File: config.mk
export PLATFORM = sky130hd
export DESIGN_NAME = mem_arbiter
export DESIGN_NICKNAME = d
export VERILOG_FILES = /design/src/design/ahb_pkg.sv /design/src/design/mem_arbiter.sv
export SDC_FILE = /design/constraint.sdc
export NUM_CORES = 1
export LEC_CHECK = 0
export ABC_AREA = 1
export BUFFER_PORTS_ARGS = -buffer_cell sky130_fd_sc_hd__buf_4
export CAP_MARGIN = 0
export CORE_AREA = 2 2 118 120
export DETAILED_ROUTE_END_ITERATION = 12
export DIE_AREA = 0 0 120 122
export PLACE_DENSITY_LB_ADDON = 0.08
export REMOVE_ABC_BUFFERS = 1
export SLEW_MARGIN = 20
export SYNTH_ARGS = -nofsm -noshare
export SYNTH_HDL_FRONTEND = slang
export SYNTH_SLANG_ARGS = --single-unit
File: constraint.sdc
create_clock -name clk -period 2.3 [get_ports clk]
set_clock_uncertainty 0.1 [all_clocks]
set_input_delay 0.46 -clock clk [delete_from_list [all_inputs] [get_ports clk]]
set_output_delay 0.46 -clock clk [all_outputs]
set_load 0.03 [all_outputs]
File: src/design/ahb_pkg.sv
package ahb_pkg;

  localparam int mem_words = 256;
  localparam int mem_wait_cycles = 2;
  localparam int mem_addr_bits = $clog2(mem_words);
  localparam int wait_cnt_bits = $clog2(mem_wait_cycles + 1);
  localparam logic [31:0] mem_limit = 32'(mem_words * 4); // First byte past the array.

  localparam logic [2:0] hsize_word = 3'b010;
  localparam logic [2:0] hburst_single = 3'b000;

  typedef enum logic [1:0] {
    TRANS_IDLE = 2'b00,
    TRANS_NONSEQ = 2'b10
  } htrans_e;

  typedef enum logic [1:0] {
    M_IDLE,
    M_ADDR,
    M_DATA
  } master_state_e;

  typedef enum logic {
    OWN_INSTR,
    OWN_DATA
  } owner_e;

  typedef enum logic [1:0] {
    S_WAIT,
    S_RESP1,
    S_RESP2
  } sram_state_e;

  typedef struct packed {
    logic [31:0] addr;
    logic [31:0] wdata;
    logic write;
  } mem_req_t;

  typedef struct packed {
    mem_req_t req;
    logic instr;
  } bus_req_t;

  typedef struct packed {
    logic [31:0] rdata;
    logic err;
  } mem_rsp_t;

endpackage

File: src/design/mem_arbiter.sv
`timescale 1ns/10ps

module mem_arbiter (
  input logic clk,
  input logic rst,
  input logic instr_valid,
  input ahb_pkg::mem_req_t instr_req,
  output logic instr_ready,
  output ahb_pkg::mem_rsp_t instr_rsp,
  input logic data_valid,
  input ahb_pkg::mem_req_t data_req,
  output logic data_ready,
  output ahb_pkg::mem_rsp_t data_rsp,
  output logic bus_valid,
  output ahb_pkg::bus_req_t bus_req,
  input logic bus_ready,
  input ahb_pkg::mem_rsp_t bus_rsp
);
  import ahb_pkg::*;

  owner_e owner;
  owner_e last;
  owner_e pick;
  logic busy;
  logic instr_own;

  // Round robin only matters on a tie.
  always_comb begin
    if (instr_valid && data_valid) begin
      if (last == OWN_INSTR) begin
        pick = OWN_DATA;
      end else begin
        pick = OWN_INSTR;
      end
    end else if (instr_valid) begin
      pick = OWN_INSTR;
    end else begin
      pick = OWN_DATA;
    end
  end

  always_ff @(posedge clk) begin
    if (!rst) begin
      busy <= 1'b0;
      owner <= OWN_INSTR;
      last <= OWN_DATA; // Instruction port wins the first tie.
    end else if (!busy) begin
      if (instr_valid || data_valid) begin
        busy <= 1'b1;
        owner <= pick;
      end
    end else if (bus_ready) begin
      busy <= 1'b0;
      last <= owner;
    end
  end

  assign instr_own = (owner == OWN_INSTR);

  assign bus_valid = busy;
  assign bus_req = '{req: instr_own ? instr_req : data_req, instr: instr_own};

  assign instr_ready = bus_ready && instr_own;
  assign data_ready = bus_ready && !instr_own;
  assign instr_rsp = instr_own ? bus_rsp : '0;
  assign data_rsp = instr_own ? '0 : bus_rsp;

endmodule

==> flow_metrics.tcl, run 1 <==
set metrics [dict create \
    outcome "finished, final reports clean" \
    max_clock_freq_mhz 496 \
    finalWirelength_mm 9.05 \
    ant_nets 0 \
    die-width_um 120 \
    synth_area_leaders "nand2_1 (58%), inv_1 (17%), nor2_1 (8.5%), buf_2 (4.6%), dfxtp_1 (4.0%)" \
    dieArea_mm2 0.0146 \
    multi_input_comb_area_mm2 0.00103 \
    worstPathMaxFanout 134 \
    grt_pass1_wl_mm 13.2 \
    nets 825 \
    synthArstFlopShare_pct 0 \
    r2r-start "owner" \
    hpwl_mm 7.41 \
    crit_start "owner" \
    start_util_pct 11.2 \
    cts_resized 0 \
    register_area_um2 63.8 \
    ios 303 \
    clk_path_buf_depth 2 \
    slew_headroom_pct 63.3 \
    cp_num_buf_inv 2 \
    finalNonFillerCells 836 \
    placed_cells 832 \
    die_height_um 122 \
    rsz0062_at_grt "no" \
    worstSetupEndpointType "primary output" \
    synthFlopType "dfxtp_1" \
    path_clk_slew_ns 0.03 \
    worstMarginPinSlew_ns 0.551 \
    post_cts_buffers 0 \
    fin_crit_sh_pct 87.7 \
    synth_area_mm2 0.00151 \
    htreeDepth 1 \
    crit_slowest_cell "buf_12" \
    synth_common_cells "nand2_1 (234), inv_1 (70), nor2_1 (34), buf_2 (14), buf_6 (5)" \
    synth-edff-count 0 \
    max_stage_delay_ns 0.41 \
    gp_congestion 0.780 \
    remaining_drc_errors 0 \
    core_mm2 0.0135 \
    antenna_found_initial 0 \
    cp.arrival_ns 1.46 \
    ys_seq_area_share_pct 3.98 \
    leakage_uw 0.00277 \
    yosysMostFrequentCell "nand2_1" \
    diodes 0 \
    rows 43 \
    drive_above_1_share_pct 47.3 \
    ys_types 13 \
    hp-class "input port to register" \
    power_uw 1460 \
    required_ns 1.74 \
    report.final.slew_viol_count 0 \
    synth_top_area_cell "nand2_1" \
    grt_pass1_vias 2876 \
    drt-initial-drc-count 70 \
    setup_violations 0 \
    period_needed_ns 2.02 \
    clock_latency_ns 0.22 \
    clkSinkCount 3 \
    cap_viol_max_count 0 \
    cpMostUsedCell "nand2_1" \
    grt_overflow 0 \
    min_from "rst" \
    yosys.area.top_type_share_pct 58.2 \
    criticalPathCategory "register to primary output" \
    cts_buffers 3 \
    hold_viol 0 \
    cts_root_buf "clkbuf_16" \
    powerDensity_mw_per_mm2 365 \
    grt_use_total_pct 11.0 \
    cts_tree "done" \
    synth_cells 370 \
    io_buffers 302 \
    peakVddDrop_mv 0.126 \
    syn_to_final_growth_pct 165 \
    grt_max_degree 135 \
    num-fill-cells 1516 \
    startpoint_type "register" \
    wl_per_cell_um 10.8 \
    cts.hold.buffers_added 0 \
    dr.pass1.iters 4 \
    cp_cell_sequence "buf_12 > nand2_1 > nand2_1 > buf_4" \
    avgSynthCellArea_um2 4.08 \
    avgViaCountPerCell 3.63 \
    hold_slack_ns 0.361 \
    synth_seq_cells 3 \
    vias 3038 \
    crit_family "buffers and inverters" \
    synth_warnings 0 \
]
[layout by cell type, fill, tap and decap left out]
cell       netlist  routed
clkbuf_16        0       3
nand2_1        234     234
o21ai_0          1       1
nor2_1          34      34
buf_4            2     302
dfxtp_1          3       2
clkbuf_1         2       1
nand3_1          1       1
dfxtp_4          0       1
inv_2            1       1
inv_1           70      70
a21oi_1          2       2
o211ai_1         1       1
buf_12           0       3
[final timing paths]
kind	end	cells after the start	slack [ns]
worst max-delay path	bus_req[50]	4	0.28
worst min-delay path	last	2	0.36
worst max register to register	owner	3	1.08
worst min register to register	last	2	0.41
[cells by family (layout without fill, tap and decap cells)]
family / after synthesis / in the layout / synth area share (%)
flops: 3 / 3 / 3.98
compound gates: 4 / 4 / 1.49
simple gates: 269 / 269 / 67.0
buf+inv: 94 / 380 / 27.5
[per-layer routing]
layer / wire (µm) / GRT usage [%] / up-vias / part of all wire [%]
li1: - / - / 1593 / -
met5: 0 / 0 / - / 0
met3: 1090 / 3.32 / 12 / 12
met4: 172 / 3.16 / 0 / 1.9
met1: 3000 / 10.5 / 1249 / 33
met2: 4790 / 22.2 / 184 / 53
[registers in the layout (all words and copies together), names as in the netlist]
register	cells
owner	1
last	1
bus_valid	1
[through the flow]
| step | setup WS [ns] | utilization [%] | area, µm² | setup TNS [ns] |
|---|---|---|---|---|
| after floorplan | -2.24 | - | 1360 | -228.53 |
| after global placement | 0.538 | 29.0 | 3920 | 0 |
| after detailed placement | 0.524 | 29.0 | 3920 | 0 |
| after CTS | 0.284 | 29.6 | 4000 | 0 |
| after global routing | 0.192 | 29.6 | 4000 | 0 |
| final | 0.282 | 29.6 | 4000 | 0 |
[worst reg2reg max path, cell delays in order, from the launching register on]
cell and delay, ns:
dfxtp_4 0.35, buf_12 0.41, nand2_1 0.13, a21oi_1 0.15
[where the power goes]
group          leakage [µW]  internal [µW]  switching [µW]  total [µW]
Sequential        0.0000255           56.2            3.74        60.0
Combinational       0.00270            476             645        1120
Clock             0.0000382            229            47.7         276
Total               0.00277            761             697        1460
[final cells by class]
cell class,instances,area share (%)
Sequential cell,3,1.60
Tap cell,180,5.64
Timing Repair Buffer,305,58.3
Multi-Input combinational cell,273,25.9
Inverter,71,6.67
Clock buffer,4,1.97
Note: power is estimated with default switching activity, not from simulation.
==> run 2: changes to the inputs <==
- CORE_AREA: 2 2 118 120 -> 8 8 111 113
- DIE_AREA: 0 0 120 122 -> 0 0 119 121
==> run 2 against run 1 <==
Effect of this change: flip-flop and latch count unchanged; highest routed layer unchanged; sequential share of layout area about the same; count of clock-buffer cells in the layout unchanged.
==> flow_metrics.tcl, run 2 (synthesized netlist as in run 1, its figures left out) <==
set metrics [dict create \
    outcome "finished, final reports clean" \
    cts.hold.buffers_added 0 \
    clkSinkCount 3 \
    criticalPathCategory "register to primary output" \
    clk_path_buf_depth 2 \
    peakVddDrop_mv 0.152 \
    io_buffers 302 \
    dieArea_mm2 0.0144 \
    clock_latency_ns 0.22 \
    gp_congestion 0.809 \
    antenna_found_initial 0 \
    power_uw 1350 \
    crit_slowest_cell "dfxtp_4" \
    hold_slack_ns 0.361 \
    startpoint_type "register" \
    hpwl_mm 9.49 \
    min_from "rst" \
    endpoint "bus_req[25]" \
    worstSetupEndpointType "primary output" \
    htreeDepth 1 \
    report.final.slew_viol_count 0 \
    drt-initial-drc-count 106 \
    final_cell_mix "buf_4 (303), nand2_1 (234), inv_1 (70)" \
    wl_per_cell_um 13.7 \
    finalNonFillerCells 797 \
    grt_use_total_pct 13.9 \
    remaining_drc_errors 0 \
    cts_root_buf "clkbuf_8" \
    post_cts_buffers 0 \
    period_needed_ns 1.90 \
    r2r-start "owner" \
    fin_crit_sh_pct 82.6 \
    setup_slack_ns 0.399 \
    grt_pass1_vias 3042 \
    max_stage_delay_ns 0.36 \
    timing.rr.end "owner" \
    hold_viol 0 \
    cts_resized 0 \
    use_met3_pct 6.05 \
    syn_to_final_growth_pct 160 \
    die_height_um 121 \
    grt_busiest_layer "met2" \
    ios 303 \
    ant_nets 0 \
    grt.met1_usage_pct 12.7 \
    dr.pass1.iters 4 \
    cap_viol_max_count 0 \
    vias 3050 \
    path_clk_slew_ns 0.03 \
    drive_above_1_share_pct 47.3 \
    reg2reg_depth 3 \
    dp_worst_setup_slack_ns 0.622 \
    worstMarginPinSlew_ns 0.285 \
    cp.arrival_ns 1.34 \
    rows 38 \
    r2r_slack_ns 1.16 \
    cts_buffers 3 \
    cts_tree "done" \
    core_mm2 0.0106 \
    max_clock_freq_mhz 526 \
    placed_cells 793 \
    leakage_uw 0.00275 \
    avgViaCountPerCell 3.83 \
    grt_max_degree 70 \
    start_util_pct 14.2 \
    nets 826 \
    grt_util_met2_pct 27.9 \
    powerDensity_mw_per_mm2 344 \
    required_ns 1.74 \
    finalWirelength_mm 10.9 \
    setup_violations 0 \
    die-width_um 119 \
    diodes 0 \
    slew_headroom_pct 81.0 \
    rsz0062_at_grt "no" \
    worstPathMaxFanout 21 \
    grt_pass1_wl_mm 16.2 \
    final_common_cell "buf_4" \
    grt_overflow 0 \
    hp-class "input port to register" \
    cp_cell_sequence "inv_2 > buf_4 > nand2_1 > nand2_1 > buf_4" \
    crit_start "owner" \
]
run 2: how the worst min path moves through the flow:
stage | slack [ns] | depth (start not counted) | end
3_3_place_gp | 0.36 | 2 | last
4_1_cts | 0.36 | 2 | last
3_5_place_dp | 0.37 | 2 | last
5_1_grt | 0.36 | 2 | last
6_report | 0.36 | 2 | last
2_1_floorplan | 0.35 | 2 | last
run 2: power by group:
group | switching [µW] | internal [µW] | total, µW
Sequential | 4.44 | 56.2 | 60.6
Combinational | 656 | 477 | 1130
Clock | 36.0 | 118 | 154
run 2: cell type report:
cell class / count / area (µm²)
well taps: 140 / 175
clock buffers: 4 / 45.0
repair buffers: 306 / 2330
flip-flops and latches: 3 / 63.8
fillers: 1153 / 6680
inverters: 71 / 267
multi-input cells: 273 / 1030
run 2: critical path, delay by kind of cell (launching register included):
family                 cells  cell delay, ns
and+or+nand+nor            2            0.17
buffers and inverters      3            0.58
DFF                        1            0.36
run 2: through the flow:
stage | setup TNS [ns] | cell area [µm²] | utilization, %
6_report | 0 | 3920 | 37.0
2_1_floorplan | -228.53 | 1360 | -
3_5_place_dp | 0 | 3870 | 36.5
4_1_cts | 0 | 3920 | 37.0
3_3_place_gp | 0 | 3870 | 36.5
5_1_grt | 0 | 3920 | 37.0
run 2: metal layers:
| metal | share of wire [%] | vias up | wire length [µm] |
|---|---|---|---|
| met2 | 54 | 169 | 5910 |
| met4 | 0.63 | 0 | 69 |
| met3 | 11 | 4 | 1230 |
| met5 | 0 | - | 0 |
| li1 | - | 1597 | - |
| met1 | 34 | 1280 | 3720 |
==> run 3: changes to the inputs <==
- CORE_AREA: 8 8 111 113 -> 8 8 112 114
- DIE_AREA: 0 0 119 121 -> 0 0 120 122
- clock period: 2.3 -> 1.9 ns (I/O delays scaled with it)
==> run 3 against run 2 <==
Effect of this change: clock power increased by 19%; wire length increased by 3.7%; final area increased by 1.4%; final cell count increased by 0.50%; count of clock-buffer cells in the layout unchanged; critical path depth decreased by 1; sequential share of layout area about the same; core utilization increased by 0.19 points; setup slack got worse by 0.29 ns; flip-flop and latch count unchanged; hold slack got worse by 0.067 ns; critical path type unchanged; largest cell class unchanged.
==> flow_metrics.tcl, run 3 (synthesized netlist as in run 1, its figures left out) <==
set metrics [dict create \
    clk_path_buf_depth 2 \
    grt_use_total_pct 13.2 \
    drive_above_1_share_pct 47.7 \
    hpwl_mm 9.62 \
    cts_buffers 3 \
    die-width_um 120 \
    remaining_drc_errors 0 \
    cts.hold.buffers_added 0 \
    combPwrFrac_pct 84.1 \
    ios 303 \
    gp_congestion 0.818 \
    cpMostUsedCell "nand2_1" \
    diodes 0 \
    report.final.slew_viol_count 0 \
    vias 3051 \
    dp_worst_setup_slack_ns 0.267 \
    cp.arrival_ns 1.31 \
    period_needed_ns 1.79 \
    peakVddDrop_mv 0.170 \
    required_ns 1.42 \
    num-fill-cells 1192 \
    hold_slack_ns 0.295 \
    min_from "rst" \
    p_int_uw 802 \
    reg2reg_depth 3 \
    seqPwrFrac_pct 4.8 \
    clkSinkCount 3 \
    cp_cell_sequence "buf_12 > nand2_1 > nand2_1 > buf_4" \
    clock_latency_ns 0.21 \
    antenna_found_initial 0 \
    core_mm2 0.0107 \
    r2r-start "owner" \
    final_common_cell "buf_4" \
    crit_start "owner" \
    slew_headroom_pct 83.9 \
    io_buffers 302 \
    setup_slack_ns 0.108 \
    grt_pass1_wl_mm 15.7 \
    p_sw_uw 848 \
    finalWirelength_mm 11.3 \
    register_area_um2 63.8 \
    hold_depth 2 \
    grt_max_degree 60 \
    die_height_um 122 \
    leakage_uw 0.00278 \
    htreeDepth 1 \
    cap_viol_max_count 0 \
    max_clock_freq_mhz 558 \
    wl_per_cell_um 14.2 \
    start_util_pct 14.1 \
    worstSetupEndpointType "primary output" \
    hold_viol 0 \
    final_cell_mix "buf_4 (306), nand2_1 (234), inv_1 (70)" \
    setup_violations 0 \
    max_stage_delay_ns 0.48 \
    path_clk_slew_ns 0.03 \
    worstMarginPinSlew_ns 0.241 \
    avgViaCountPerCell 3.81 \
    cp_num_buf_inv 2 \
    multi_input_comb_area_mm2 0.00103 \
    rsz0062_at_grt "no" \
    power.share.switching_pct 51.4 \
    final_cell_area_mm2 0.00397 \
    worstPathMaxFanout 59 \
    grt_overflow 0 \
    nets 830 \
    cts_tree "done" \
    powerDensity_mw_per_mm2 415 \
    dieArea_mm2 0.0146 \
    startpoint_type "register" \
    postPlaceCellArea_mm2 0.00389 \
    ant_nets 0 \
    path_depth 4 \
    dr.pass1.iters 4 \
    drt-initial-drc-count 112 \
    power_frac_clock_pct 11.1 \
    crit_family "flip-flops" \
    crit_slowest_cell "dfxtp_4" \
    syn_to_final_growth_pct 163 \
    hp-class "input port to register" \
    fin_crit_sh_pct 94.3 \
    grt_pass1_vias 2917 \
    rows 38 \
    criticalPathCategory "register to primary output" \
    final_util_pct 37.1 \
    cts_root_buf "clkbuf_8" \
    outcome "finished, final reports clean" \
]
==> run 3: metal layers <==
metal / vias to the layer above / GRT usage [%] / share of wire (%)
met5: - / 0 / 0
met4: 0 / 1.17 / 0.071
met3: 2 / 5.97 / 13
met1: 1261 / 12.1 / 33
met2: 182 / 27.0 / 54
li1: 1606 / - / -
==> run 3: final timing paths <==
check / endpoint / slack (ns)
setup reg to reg: last / 0.77
setup / recovery: bus_req[39] / 0.11
hold / removal: last / 0.29
hold reg to reg: last / 0.38
==> run 3: layout make-up <==
type | instances | share of cell area, %
Timing Repair Buffer | 310 | 60.1
Multi-Input combinational cell | 273 | 26.0
Inverter | 71 | 6.71
Tap cell | 140 | 4.41
Sequential cell | 3 | 1.61
Clock buffer | 4 | 1.13
==> run 3: through the flow <==
stage	setup TNS [ns]	instances	power, µW
after floorplan	-272.21	347	772
after global placement	0	795	1460
after detailed placement	0	795	1470
after CTS	0	799	1660
after global routing	0	801	1750
final	0	801	1650
==> run 3: worst register-to-register path: stages, from the launching register on <==
cell,delay [ns]
dfxtp_4,0.48
inv_2,0.10
buf_4,0.19
o211ai_1,0.18
==> run 3: power by group through the flow <==
stage	clock [µW]	combinational [µW]	sequential [µW]
floorplan	0	663	109
finish	183	1390	78.8
global placement	0	1380	81.0
detailed placement	0	1390	81.3
global route	194	1480	79.7
CTS	189	1390	80.4
==> run 3: repair_timing <==
item / 4_1_cts / 5_1_grt
endpoints found under the setup margin: 0 / 4
setup buffers: 0 / 1
resized for setup: 0 / 1
