$ cat src/design/ahb_pkg.sv
package ahb_pkg;

  localparam int mem_words = 256;
  localparam int mem_wait_cycles = 2;
  localparam int mem_addr_bits = $clog2(mem_words);
  localparam int wait_cnt_bits = $clog2(mem_wait_cycles + 1);
  localparam logic [31:0] mem_limit = 32'(mem_words * 4); // First byte past the array.

  localparam logic [2:0] hsize_word = 3'b010;
  localparam logic [2:0] hburst_single = 3'b000;

  typedef enum logic [1:0] {
    TRANS_IDLE = 2'b00,
    TRANS_NONSEQ = 2'b10
  } htrans_e;

  typedef enum logic [1:0] {
    M_IDLE,
    M_ADDR,
    M_DATA
  } master_state_e;

  typedef enum logic {
    OWN_INSTR,
    OWN_DATA
  } owner_e;

  typedef enum logic [1:0] {
    S_WAIT,
    S_RESP1,
    S_RESP2
  } sram_state_e;

  typedef struct packed {
    logic [31:0] addr;
    logic [31:0] wdata;
    logic write;
  } mem_req_t;

  typedef struct packed {
    mem_req_t req;
    logic instr;
  } bus_req_t;

  typedef struct packed {
    logic [31:0] rdata;
    logic err;
  } mem_rsp_t;

endpackage

$ cat src/design/ahb_master.sv
`timescale 1ns/10ps

module ahb_master (
  input logic clk,
  input logic rst,
  input logic bus_valid,
  input ahb_pkg::bus_req_t bus_req,
  output logic bus_ready,
  output ahb_pkg::mem_rsp_t bus_rsp,
  output logic [31:0] haddr,
  output ahb_pkg::htrans_e htrans,
  output logic hwrite,
  output logic [2:0] hsize,
  output logic [2:0] hburst,
  output logic [3:0] hprot,
  output logic hmastlock,
  output logic [31:0] hwdata,
  input logic [31:0] hrdata,
  input logic hready,
  input logic hresp
);
  import ahb_pkg::*;

  master_state_e state;

  logic [31:0] haddr_q;
  logic [31:0] hwdata_q;
  logic hwrite_q;
  logic [3:0] hprot_q;
  logic accept;

  assign accept = (state == M_IDLE) && bus_valid;

  always_ff @(posedge clk) begin
    if (!rst) begin
      state <= M_IDLE;
    end else begin
      case (state)
        M_IDLE: begin
          if (bus_valid) begin
            state <= M_ADDR;
          end
        end
        M_ADDR: begin
          if (hready) begin // Address phase taken by the slave.
            state <= M_DATA;
          end
        end
        M_DATA: begin
          if (hready) begin
            state <= M_IDLE;
          end
        end
        default: begin
          state <= M_IDLE;
        end
      endcase
    end
  end

  // Transfer attributes held from accept to the end of the data phase.
  always_ff @(posedge clk) begin
    if (accept) begin
      haddr_q <= bus_req.req.addr;
      hwdata_q <= bus_req.req.wdata;
      hwrite_q <= bus_req.req.write;
      hprot_q <= {3'b000, ~bus_req.instr}; // Bit 0 set for data access.
    end
  end

  assign haddr = haddr_q;
  assign htrans = (state == M_ADDR) ? TRANS_NONSEQ : TRANS_IDLE;
  assign hwrite = hwrite_q;
  assign hsize = hsize_word;
  assign hburst = hburst_single;
  assign hprot = hprot_q;
  assign hmastlock = 1'b0;
  assign hwdata = hwdata_q;

  // Completion follows the slave's hready in the data phase.
  assign bus_ready = (state == M_DATA) && hready;
  assign bus_rsp = '{rdata: hrdata, err: hresp};

endmodule

$ cat config.mk
export PLATFORM = sky130hd
export DESIGN_NAME = ahb_master
export DESIGN_NICKNAME = d
export VERILOG_FILES = /design/src/design/ahb_pkg.sv /design/src/design/ahb_master.sv
export SDC_FILE = /design/constraint.sdc
export NUM_CORES = 1
export LEC_CHECK = 0
export BUFFER_PORTS_ARGS = -buffer_cell sky130_fd_sc_hd__buf_2
export CELL_PAD_IN_SITES_DETAIL_PLACEMENT = 0
export CELL_PAD_IN_SITES_GLOBAL_PLACEMENT = 2
export CORE_AREA = 4 4 111 113
export CTS_CLUSTER_DIAMETER = 60
export DETAILED_ROUTE_END_ITERATION = 12
export DIE_AREA = 0 0 115 117
export PLACE_DENSITY_LB_ADDON = 0.08
export SYNTH_ARGS = -nofsm -noshare
export SYNTH_HDL_FRONTEND = slang
export SYNTH_SLANG_ARGS = --single-unit
$ cat constraint.sdc
create_clock -name clk -period 9.73 [get_ports clk]
set_clock_uncertainty 0.1 [all_clocks]
set_input_delay 1.946 -clock clk [delete_from_list [all_inputs] [get_ports clk]]
set_output_delay 1.946 -clock clk [all_outputs]
set_load 0.01 [all_outputs]
==> results of run 1 <==
-- worst paths after layout --
check	start	end	slack (ns)	depth (start not counted)
worst max register to register	state[0]	haddr[25]	7.96	2
worst min-delay path	state[0]	state[0]	0.52	2
worst max-delay path	hready	bus_ready	5.36	4
worst min register to register	state[0]	state[0]	0.52	2
-- routing by layer --
metal,GRT usage,share of wire,vias to the layer above
met1,0.105,0.39,649
met3,0.0344,0.12,25
met5,0,0,-
met4,0.0751,0.039,0
li1,-,-,622
met2,0.132,0.45,108
-- cells by family after synthesis --
group / Yosys count / synth area share
flops: 68 / 0.831
buf+inv: 45 / 0.137
simple gates: 8 / 0.0231
compound gates: 2 / 0.00565
other cells: 2 / 0.00309
-- cells in the final DEF (no fill, tap or decap) --
cell type | Yosys | final
sky130_fd_sc_hd__buf_2 | 0 | 137
sky130_fd_sc_hd__edfxtp_1 | 66 | 66
sky130_fd_sc_hd__conb_1 | 2 | 11
sky130_fd_sc_hd__clkbuf_16 | 0 | 9
sky130_fd_sc_hd__nand2b_1 | 2 | 2
sky130_fd_sc_hd__clkinv_1 | 0 | 2
sky130_fd_sc_hd__buf_4 | 44 | 2
sky130_fd_sc_hd__dfxtp_1 | 2 | 2
sky130_fd_sc_hd__nor2b_2 | 1 | 1
sky130_fd_sc_hd__nor3b_2 | 0 | 1
sky130_fd_sc_hd__inv_1 | 1 | 1
sky130_fd_sc_hd__nand2_1 | 1 | 1
sky130_fd_sc_hd__nor2_1 | 1 | 1
sky130_fd_sc_hd__and4bb_1 | 1 | 1
sky130_fd_sc_hd__a31o_1 | 1 | 1
sky130_fd_sc_hd__or2b_1 | 1 | 1
sky130_fd_sc_hd__a21oi_1 | 1 | 1
sky130_fd_sc_hd__clkinv_2 | 0 | 1
sky130_fd_sc_hd__clkinvlp_4 | 0 | 1
-- flip-flops by register name (all words and copies together) (netlist names) --
signal and flops:
hwrite 1, state 2, hwdata 32, hprot 1, haddr 32
-- per-stage QoR --
step / cell area [sq um] / power [mW] / utilization
final: 3270 / 0.688 / 0.289
after global routing: 3270 / 0.719 / 0.289
after detailed placement: 3020 / 0.417 / 0.267
after CTS: 3270 / 0.703 / 0.289
after global placement: 3020 / 0.416 / 0.267
after floorplan: 2470 / 0.399 / -
-- worst max-delay path: cells and delay by family --
family	cells	cell delay, ns
simple gates	2	0.14
buf+inv	2	0.23
-- power by group --
| part | internal (mW) | leakage [nW] | switching, mW |
|---|---|---|---|
| logic | 0.0237 | 0.624 | 0.0341 |
| clock network | 0.166 | 0.118 | 0.114 |
| registers | 0.346 | 0.648 | 0.00457 |
| total | 0.536 | 1.39 | 0.152 |
-- layout make-up --
| class | count | share of cell area |
|---|---|---|
| clock buffer | 9 | 0.0689 |
| clock inverter | 4 | 0.00613 |
| inverter | 1 | 0.00115 |
| multi-input combinational | 21 | 0.0356 |
| sequential | 68 | 0.619 |
| tap | 143 | 0.0548 |
| timing repair buffer | 139 | 0.214 |
==> impl_summary.txt, run 1 <==
----------------------------------------------------
[Clock tree]
  Post-CTS Repair Setup Buffers ... 0
  Resized Gates After CTS ... 0
  Number of H-tree levels ... 3
  Max Root-Sink Buffers ... 2
  Number of sinks handled by clock tree synthesis ... between 60 and 70
  Cts bufs inserted ... 9
  Source-to-sink clock delay at the later pin of the worst-skew pair ... between 0.3 and 0.4 ns
  Clock tree from TritonCTS ... built
  CTS root buf ... sky130_fd_sc_hd__clkbuf_16
  Clock transition at the registers of the reported paths ... approximately 0.050 ns
  Post-CTS Hold Buffers ... 0

[Job]
  Number of max-cap violations ... 0

[Timing]
  Final period util ... 0.449
  Sum of negative setup slack ... 0 ns
  Setup repair after global routing missed its margin ... false
  Final-report setup violation count ... 0
  Worst hold margin ... 0.517 ns
  Timing-limited maximum frequency ... ~0.23 GHz
  Number of endpoints with negative hold slack in the final report ... 0
  Max-slew headroom ... 0.599
  Pins over their slew limit ... 0
  Actual transition at the worst max-transition pin ... 0.601 ns
  Post-route minimum period ... 4.37 ns
  Fin worst setup slack ... 5.36 ns

[GRT]
  Via count of the first global-routing pass ... approximately 1500
  Number of antenna violations at the first check in global routing ... 0
  Wire length of the first global-routing pass ... 8.58 mm
  Tot GR Track Use ... 0.0904
  Largest net degree at the start of global routing ... between 40 and 50
  Aggregate global routing overflow ... 0

[Worst setup path]
  Cell Chain, Critical Path ... buf_2 -> nand2_1 -> nor2_1 -> buf_2
  Startpoint type of the worst setup path ... primary input
  Type of the worst setup path ... in2out
  CP max stage delay ... 0.13 ns
  Cell repeated most along the worst path ... sky130_fd_sc_hd__buf_2
  Crit path required time ... between 7 and 8 ns
  Kind of capture point of the worst setup path ... output port
  Arrival time of the worst setup path ... about 2.3 ns
  Highest-delay cell along the critical path ... sky130_fd_sc_hd__buf_2
  Worst-path fanout max ... 4

[Die]
  Cell row count ... 39
  Core area ... 11300 sq um
  Die outline area ... between 10000 and 15000 sq um
  Chip Height ... approximately 120 microns
  Chip Width ... between 100 and 150 microns
  Num ports ... ~220
  Starting Density ... 0.215

[Synthesis]
  Cell with the most instances after synthesis ... sky130_fd_sc_hd__edfxtp_1
  Synth unique cells ... 14
  Synth Instances ... between 100 and 150
  Number of enable flip-flop cells after synthesis ... between 60 and 70
  YS warnings ... 0
  Cell types with the largest area share after synthesis ... sky130_fd_sc_hd__edfxtp_1 81%, sky130_fd_sc_hd__buf_4 14%, sky130_fd_sc_hd__dfxtp_1 1.6%
  Post-synthesis area per instance ... around 19 sq um
  Fraction of registers with async set or reset after synthesis ... 0
  Leading cell types by count after synthesis ... 66 x sky130_fd_sc_hd__edfxtp_1, 44 x sky130_fd_sc_hd__buf_4, 2 x sky130_fd_sc_hd__conb_1, 2 x sky130_fd_sc_hd__dfxtp_1, 2 x sky130_fd_sc_hd__nand2b_1
  #FFs+latches synth ... ~70
  Cell taking the most area after synthesis ... sky130_fd_sc_hd__edfxtp_1
  Synthesized area ... ~2400 sq um
  Share of the synthesized area in the top cell type ... 0.814
  Sequential area share after synthesis ... 0.831
  Main synth FF type ... sky130_fd_sc_hd__edfxtp_1

[Placed design]
  HPWL reported at the end of detailed placement ... between 4 and 5 mm
  Final weighted congestion in routability-driven placement ... 0.637
  Setup Slack @ Placement ... ~5.4 ns
  Number of port buffers ... about 140
  Placed cell count ... about 370

[Pwr]
  Power density over the cells ... about 210 nW/um^2
  Leakage dissipation ... 1.39 nW
  Maximum resistive drop on vdd ... roughly 65 uV

[Route]
  Routed wire per std cell ... 16.3 microns
  Post-DRT Antenna Nets ... 0
  Post-Route WL ... 6.28 mm
  Total vias in the final route ... approximately 1400
  Remaining routing DRC violations ... 0
  Drt pass-1 iters ... 4
  Via density ... around 3.6
  Detailed router's first-iteration violation count ... 40

[Finish]
  Register cell area after layout ... approximately 2000 sq um
  Fraction of layout instances using a drive strength above 1 ... 0.628
  Area added between synthesis and finish ... 34.2%
  Filler Cells Inserted ... 1225
  Final std cells w/o fill ... just under 400
  Area used by multi-input combinational logic ... about 120 sq um
  Number of antenna diodes ... 0
  Number of nets at the end of the flow ... approximately 340

[Outcome]
  Result of the run ... finished, final reports clean

[Worst hold path]
  Hold WC Path Type ... reg2reg

----------------------------------------------------
No activity file was read; power rests on OpenSTA's default activity.
==> run 2: changes to the inputs <==
- ABC_AREA: unset -> 1
- CORE_AREA: 4 4 111 113 -> 4 4 119 121
- DIE_AREA: 0 0 115 117 -> 0 0 123 125
- clock period: 9.73 -> 3.5 ns (I/O delays scaled with it)
==> impl_summary.txt, run 2 <==
----------------------------------------------------
[Timing]
  Worst hold margin ... 0.399 ns (-0.119 ns)
  Actual transition at the worst max-transition pin ... 0.593 ns (-0.00822 ns)
  Sum of negative setup slack ... 0 ns (unchanged)
  Setup repair after global routing missed its margin ... false
  Fin worst setup slack ... 1.65 ns (-3.72 ns)
  Final-report setup violation count ... 0 (unchanged)
  Timing-limited maximum frequency ... about 0.54 GHz
  Number of endpoints with negative hold slack in the final report ... 0 (unchanged)
  Max-slew headroom ... 0.604 (+0.00490)
  Post-route minimum period ... around 1.9 ns
  Pins over their slew limit ... 0 (unchanged)
  Final period util ... 0.529

[Worst setup path]
  Crit path required time ... 2.70 ns (-4.98 ns)
  Startpoint type of the worst setup path ... primary input
  Kind of capture point of the worst setup path ... output port
  Worst R2R End ... hwdata[28]
  Type of the worst setup path ... in2out
  Highest-delay cell along the critical path ... sky130_fd_sc_hd__buf_2
  Reg-to-reg startpoint ... state[0]
  Cell Chain, Critical Path ... buf_2 -> inv_2 -> nor2_1 -> buf_2
  Arrival time of the worst setup path ... 1.05 ns (-1.27 ns)
  Worst-path fanout max ... 4 (unchanged)
  WP depth ... 4 (unchanged)
  Cell repeated most along the worst path ... sky130_fd_sc_hd__buf_2
  Worst Reg-to-Reg Cells ... 4 (+2)
  Slack of the worst reg-to-reg path ... 1.71 ns (-6.25 ns)
  Worst Path Buf+Inv ... 3 (+1)
  CP max stage delay ... 0.13 ns (about the same)
  Critical path's top delay family ... buffers and inverters

[Synthesis]
  Cell taking the most area after synthesis ... sky130_fd_sc_hd__edfxtp_1
  #FFs+latches synth ... 68 (unchanged)
  YS warnings ... 0 (unchanged)
  Synth unique cells ... 11 (-3)
  Share of the synthesized area in the top cell type ... 0.816 (+0.00210)
  Synth Instances ... 130 (+4.0%)
  Cell types with the largest area share after synthesis ... sky130_fd_sc_hd__edfxtp_1 82%, sky130_fd_sc_hd__buf_4 14%, sky130_fd_sc_hd__dfxtp_1 1.6%
  Post-synthesis area per instance ... 18.7 sq um (-4.1%)
  Sequential area share after synthesis ... 0.833 (+0.00214)
  Synthesized area ... 2430 sq um (-0.26%)
  Cell with the most instances after synthesis ... sky130_fd_sc_hd__edfxtp_1
  Main synth FF type ... sky130_fd_sc_hd__edfxtp_1
  Number of enable flip-flop cells after synthesis ... 66 (unchanged)
  Fraction of registers with async set or reset after synthesis ... 0 (unchanged)
  Leading cell types by count after synthesis ... 66 x sky130_fd_sc_hd__edfxtp_1, 44 x sky130_fd_sc_hd__buf_4, 4 x sky130_fd_sc_hd__nand2_1, 4 x sky130_fd_sc_hd__nor2_1, 3 x sky130_fd_sc_hd__inv_1

[Clock tree]
  Source-to-sink clock delay at the later pin of the worst-skew pair ... 0.33 ns (about the same)
  Max Root-Sink Buffers ... 2 (unchanged)
  Number of H-tree levels ... 3 (unchanged)
  Post-CTS Repair Setup Buffers ... 0 (unchanged)
  Clock transition at the registers of the reported paths ... 0.05 ns (about the same)
  CTS root buf ... sky130_fd_sc_hd__clkbuf_16
  Number of sinks handled by clock tree synthesis ... 68 (unchanged)
  Clock tree from TritonCTS ... built
  Resized Gates After CTS ... 0 (unchanged)
  Post-CTS Hold Buffers ... 0 (unchanged)
  Cts bufs inserted ... 9 (unchanged)

[Finish]
  Number of nets at the end of the flow ... 348 (+1.5%)
  Highest-count cells in the layout ignoring fill and taps ... 137 x sky130_fd_sc_hd__buf_2, 66 x sky130_fd_sc_hd__edfxtp_1, 11 x sky130_fd_sc_hd__conb_1
  Fraction of layout instances using a drive strength above 1 ... 0.632 (+0.00390)
  Number of antenna diodes ... 0 (unchanged)
  Filler Cells Inserted ... 1388 (+13%)
  Most common cell after layout, fill and taps aside ... sky130_fd_sc_hd__buf_2
  Area added between synthesis and finish ... 38.8%

[Job]
  Number of max-cap violations ... 0 (unchanged)

[GRT]
  Via count of the first global-routing pass ... 1390 (-5.0%)
  Number of antenna violations at the first check in global routing ... 0 (unchanged)
  Largest net degree at the start of global routing ... 28 (-40%)
  Wire length of the first global-routing pass ... 8.35 mm (-2.6%)
  Tot GR Track Use ... 0.0779 (-0.0125)
  Aggregate global routing overflow ... 0 (unchanged)

[Worst hold path]
  Worst hold start ... state[0]
  Worst Hold End ... state[0]
  Number of instances on the worst hold path ... 2 (unchanged)
  Hold WC Path Type ... reg2reg

[Die]
  Cell row count ... 42 (+7.7%)
  Starting Density ... 0.186 (-0.0295)
  Die outline area ... 15400 sq um (+14%)
  Core area ... 13100 sq um (+16%)
  Chip Width ... 123 microns (+7.0%)
  Num ports ... 215 (unchanged)
  Chip Height ... 125 microns (+6.8%)

[Placed design]
  Final weighted congestion in routability-driven placement ... 0.624 (-2.0%)
  Number of port buffers ... 137 (unchanged)
  Setup Slack @ Placement ... 1.25 ns (-4.11 ns)
  HPWL reported at the end of detailed placement ... 4.61 mm (-3.9%)

[Route]
  Detailed router's first-iteration violation count ... 63 (+57%)
  Post-DRT Antenna Nets ... 0 (unchanged)
  Via density ... 3.32 (-9.0%)
  Drt pass-1 iters ... 4 (unchanged)
  Total vias in the final route ... 1413 (+0.64%)
  Remaining routing DRC violations ... 0 (unchanged)
  Routed wire per std cell ... 14.5 microns (-11%)
  Post-Route WL ... 6.16 mm (-1.9%)

[Pwr]
  Power density over the cells ... 623 nW/um^2 (+200%)
  Net switching power of the design ... 449 uW (+190%)
  Combinational power share ... 0.077 (-0.007)
  Internal Dissipation ... 1.65 mW (+210%)
  Proportion of total power due to net switching ... 0.214 (-0.00734)
  Portion of total power attributed to the clock network ... 0.460 (+0.054)
  Sequential share of power ... 0.463 (-0.047)
  Maximum resistive drop on vdd ... 221 uV (+240%)
  Leakage dissipation ... 1.43 nW (+2.6%)

[Outcome]
  Result of the run ... finished, final reports clean

----------------------------------------------------
[run 2: cell types whose count changed in the layout (fill, tap and decap cells not counted), moves of 2 or more]
cell | previous run | this run
sky130_fd_sc_hd__inv_2 | 0 | 3
sky130_fd_sc_hd__nor2_1 | 1 | 4
sky130_fd_sc_hd__nand2b_1 | 2 | 0
sky130_fd_sc_hd__nand2_1 | 1 | 4
sky130_fd_sc_hd__clkinv_1 | 2 | 0
sky130_fd_sc_hd__bufinv_16 | 0 | 2
[run 2: layout make-up]
type	instances	area (sq um)	share of cell area
clock inverter	6	88.8	0.0264
multi-input combinational	22	90.1	0.0267
clock buffer	10	229	0.0680
tap	176	220	0.0654
timing repair buffer	139	701	0.208
inverter	5	18.8	0.00557
sequential	68	2020	0.600
[run 2: metrics by stage]
stage / cell area [sq um] / total power [mW] / std cells / utilization
6_report: 3370 / 2.10 / 426 / 0.258
5_1_grt: 3370 / 2.21 / 426 / 0.258
4_1_cts: 3370 / 2.15 / 426 / 0.258
3_5_place_dp: 3050 / 1.16 / 410 / 0.233
3_3_place_gp: 3050 / 1.16 / 410 / 0.233
2_1_floorplan: 2460 / 1.10 / 139 / -
[run 2: worst max-delay path by stage]
stage | from | slack (ns) | to
after CTS | bus_valid | 1.63 | hwdata[28]
after global routing | state[0] | 1.53 | hwdata[28]
after detailed placement | bus_valid | 1.25 | hwdata[28]
after floorplan | bus_valid | 0.93 | haddr[0]
after global placement | bus_valid | 1.28 | hwdata[28]
final | hready | 1.65 | bus_ready
[run 2: routing by layer]
layer | vias to the layer above | wire, microns | global-route usage | share of wire
met2 | 118 | 2680 | 0.113 | 0.43
met5 | - | 0 | 0 | 0
met1 | 641 | 2340 | 0.0809 | 0.38
met3 | 21 | 976 | 0.0592 | 0.16
met4 | 0 | 161 | 0.0436 | 0.026
li1 | 633 | - | - | -
[run 2: cell families (layout without fill, tap and decap cells)]
kind of cell / Yosys count / in the layout / share of synthesized area
other: 2 / 11 / 0.00309
flip-flops: 68 / 68 / 0.833
AND/OR/NAND/NOR: 10 / 10 / 0.0180
buffers and inverters: 49 / 160 / 0.144
AO/OA/AOI/OAI: 1 / 1 / 0.00206
[run 2: tightest hold or removal path: stages (launching register included)]
cell and delay [ns]:
sky130_fd_sc_hd__dfxtp_1 0.33, sky130_fd_sc_hd__nand3b_1 0.08, sky130_fd_sc_hd__a21oi_1 0.05
[run 2: power by group through the flow]
stage	Clock (mW)	Sequential (mW)	Combinational [mW]
2_1_floorplan	0	1.02	0.0785
3_3_place_gp	0	0.990	0.167
3_5_place_dp	0	0.989	0.167
4_1_cts	1.01	0.973	0.167
5_1_grt	1.05	0.977	0.178
6_report	0.965	0.972	0.161
==> run 3: changes to the inputs <==
- clock period: 3.5 -> 1.7 ns (I/O delays scaled with it)
==> impl_summary.txt, run 3 (synthesis gave the netlist of run 2 again) <==
----------------------------------------------------
[Finish]
  Area used by multi-input combinational logic ... 90.1 sq um (unchanged)
  Filler Cells Inserted ... 1381 (-0.50%)
  Highest-count cells in the layout ignoring fill and taps ... 137 x sky130_fd_sc_hd__buf_2, 66 x sky130_fd_sc_hd__edfxtp_1, 11 x sky130_fd_sc_hd__conb_1
  Number of antenna diodes ... 0 (unchanged)
  Register cell area after layout ... 2020 sq um (+0.12%)
  Most common cell after layout, fill and taps aside ... sky130_fd_sc_hd__buf_2
  Fraction of layout instances using a drive strength above 1 ... 0.628 (-0.00400)
  Number of nets at the end of the flow ... 348 (unchanged)
  Area added between synthesis and finish ... 39.2%

[Clock tree]
  Post-CTS Repair Setup Buffers ... 0 (unchanged)
  Source-to-sink clock delay at the later pin of the worst-skew pair ... 0.32 ns (about the same)
  Clock transition at the registers of the reported paths ... 0.05 ns (about the same)
  Resized Gates After CTS ... 0 (unchanged)
  Max Root-Sink Buffers ... 2 (unchanged)
  Post-CTS Hold Buffers ... 0 (unchanged)
  Cts bufs inserted ... 9 (unchanged)
  Number of H-tree levels ... 3 (unchanged)
  CTS root buf ... sky130_fd_sc_hd__clkbuf_16
  Clock tree from TritonCTS ... built
  Number of sinks handled by clock tree synthesis ... 68 (unchanged)

[Worst hold path]
  Hold WC Path Type ... in2reg

[Timing]
  Worst hold margin ... 0.0834 ns (-0.315 ns)
  Fin worst setup slack ... 0.290 ns (-1.36 ns)
  Setup repair after global routing missed its margin ... false
  Post-route minimum period ... around 1.4 ns
  Number of endpoints with negative hold slack in the final report ... 0 (unchanged)
  Final period util ... 0.829
  Final-report setup violation count ... 0 (unchanged)
  Pins over their slew limit ... 0 (unchanged)
  Timing-limited maximum frequency ... between 0.7 and 0.8 GHz

[Worst setup path]
  Cell Chain, Critical Path ... inv_2 -> nand2_1 -> nor2_1 -> buf_2
  Worst-path fanout max ... 3 (-1)
  Startpoint type of the worst setup path ... flip-flop
  Arrival time of the worst setup path ... 0.97 ns (-0.08 ns)
  Crit path required time ... 1.26 ns (-1.44 ns)
  Kind of capture point of the worst setup path ... output port
  Highest-delay cell along the critical path ... sky130_fd_sc_hd__dfxtp_2
  Slack of the worst reg-to-reg path ... 0.38 ns (-1.33 ns)
  CP max stage delay ... 0.33 ns (+0.20 ns)
  Type of the worst setup path ... reg2out

[Die]
  Chip Width ... 123 microns (unchanged)
  Num ports ... 215 (unchanged)
  Chip Height ... 125 microns (unchanged)
  Starting Density ... 0.186 (unchanged)
  Die outline area ... 15400 sq um (unchanged)
  Core area ... 13100 sq um (unchanged)
  Cell row count ... 42 (unchanged)

[Route]
  Detailed router's first-iteration violation count ... 31 (-51%)
  Drt pass-1 iters ... 4 (unchanged)
  Via density ... 3.24 (-2.3%)
  Post-DRT Antenna Nets ... 0 (unchanged)
  Total vias in the final route ... 1381 (-2.3%)
  Routed wire per std cell ... 14.3 microns (-1.1%)
  Remaining routing DRC violations ... 0 (unchanged)
  Post-Route WL ... 6.09 mm (-1.1%)

[GRT]
  Largest net degree at the start of global routing ... 48 (+71%)
  GR Layer Usage met3 ... 0.0429 (-0.0163)
  Via count of the first global-routing pass ... 1366 (-1.7%)
  Aggregate global routing overflow ... 0 (unchanged)
  Tot GR Track Use ... 0.0767 (-0.00128)
  Wire length of the first global-routing pass ... 8.24 mm (-1.3%)
  Global Route met1 Usage ... 0.0812 (+0.000377)
  Number of antenna violations at the first check in global routing ... 0 (unchanged)
  Met2 track demand over resource ... 0.109 (-0.00354)
  GR peak layer ... met2

[Placed design]
  Setup Slack @ Placement ... 0.351 ns (-0.903 ns)
  Final weighted congestion in routability-driven placement ... 0.632 (+1.4%)
  Number of port buffers ... 137 (unchanged)
  HPWL reported at the end of detailed placement ... 4.65 mm (+0.95%)

[Pwr]
  Power density over the cells ... 1260 nW/um^2 (+100%)
  Leakage dissipation ... 1.42 nW (-0.29%)
  Maximum resistive drop on vdd ... 417 uV (+88%)

[Outcome]
  Result of the run ... finished, final reports clean

[Job]
  Number of max-cap violations ... 0 (unchanged)

----------------------------------------------------
run 3: area by class of cell:
cell class / count / share of cell area
Clock buffer: 10 / 0.0678
Timing Repair Buffer: 139 / 0.211
Clock inverter: 6 / 0.0233
Sequential cell: 68 / 0.599
Multi-Input combinational cell: 22 / 0.0267
Inverter: 5 / 0.00667
Tap cell: 176 / 0.0652
run 3: path summary, 6_finish.rpt:
check                   start         to  cells past startpoint
setup / recovery     state[0]  bus_ready                      4
hold / removal    bus_req[48]  haddr[14]                      1
setup reg to reg     state[0]   haddr[9]                      4
hold reg to reg      state[0]   state[0]                      2
run 3: critical path, delay by kind of cell, from the launching register on:
family | cells | cell delay, ns
and+or+nand+nor | 2 | 0.13
DFF | 1 | 0.33
buffers and inverters | 2 | 0.19
run 3: where the power goes:
part | internal [mW] | switching [mW]
clock network | 1.27 | 0.663
registers | 1.98 | 0.0240
logic | 0.139 | 0.197
total | 3.39 | 0.884
run 3: metal layers:
layer,vias to the layer above,routed length (microns)
li1,634,-
met4,0,231
met2,109,2640
met3,22,943
met5,-,0
met1,616,2280
run 3: stage by stage:
stage | power, mW | setup TNS [ns] | instances | utilization | area (sq um)
global route | 4.47 | 0 | 426 | 0.258 | 3380
detailed placement | 2.39 | 0 | 410 | 0.235 | 3070
floorplan | 2.27 | -14.67 | 139 | - | 2470
global placement | 2.39 | 0 | 410 | 0.235 | 3070
finish | 4.27 | 0 | 426 | 0.258 | 3380
CTS | 4.38 | 0 | 426 | 0.258 | 3380
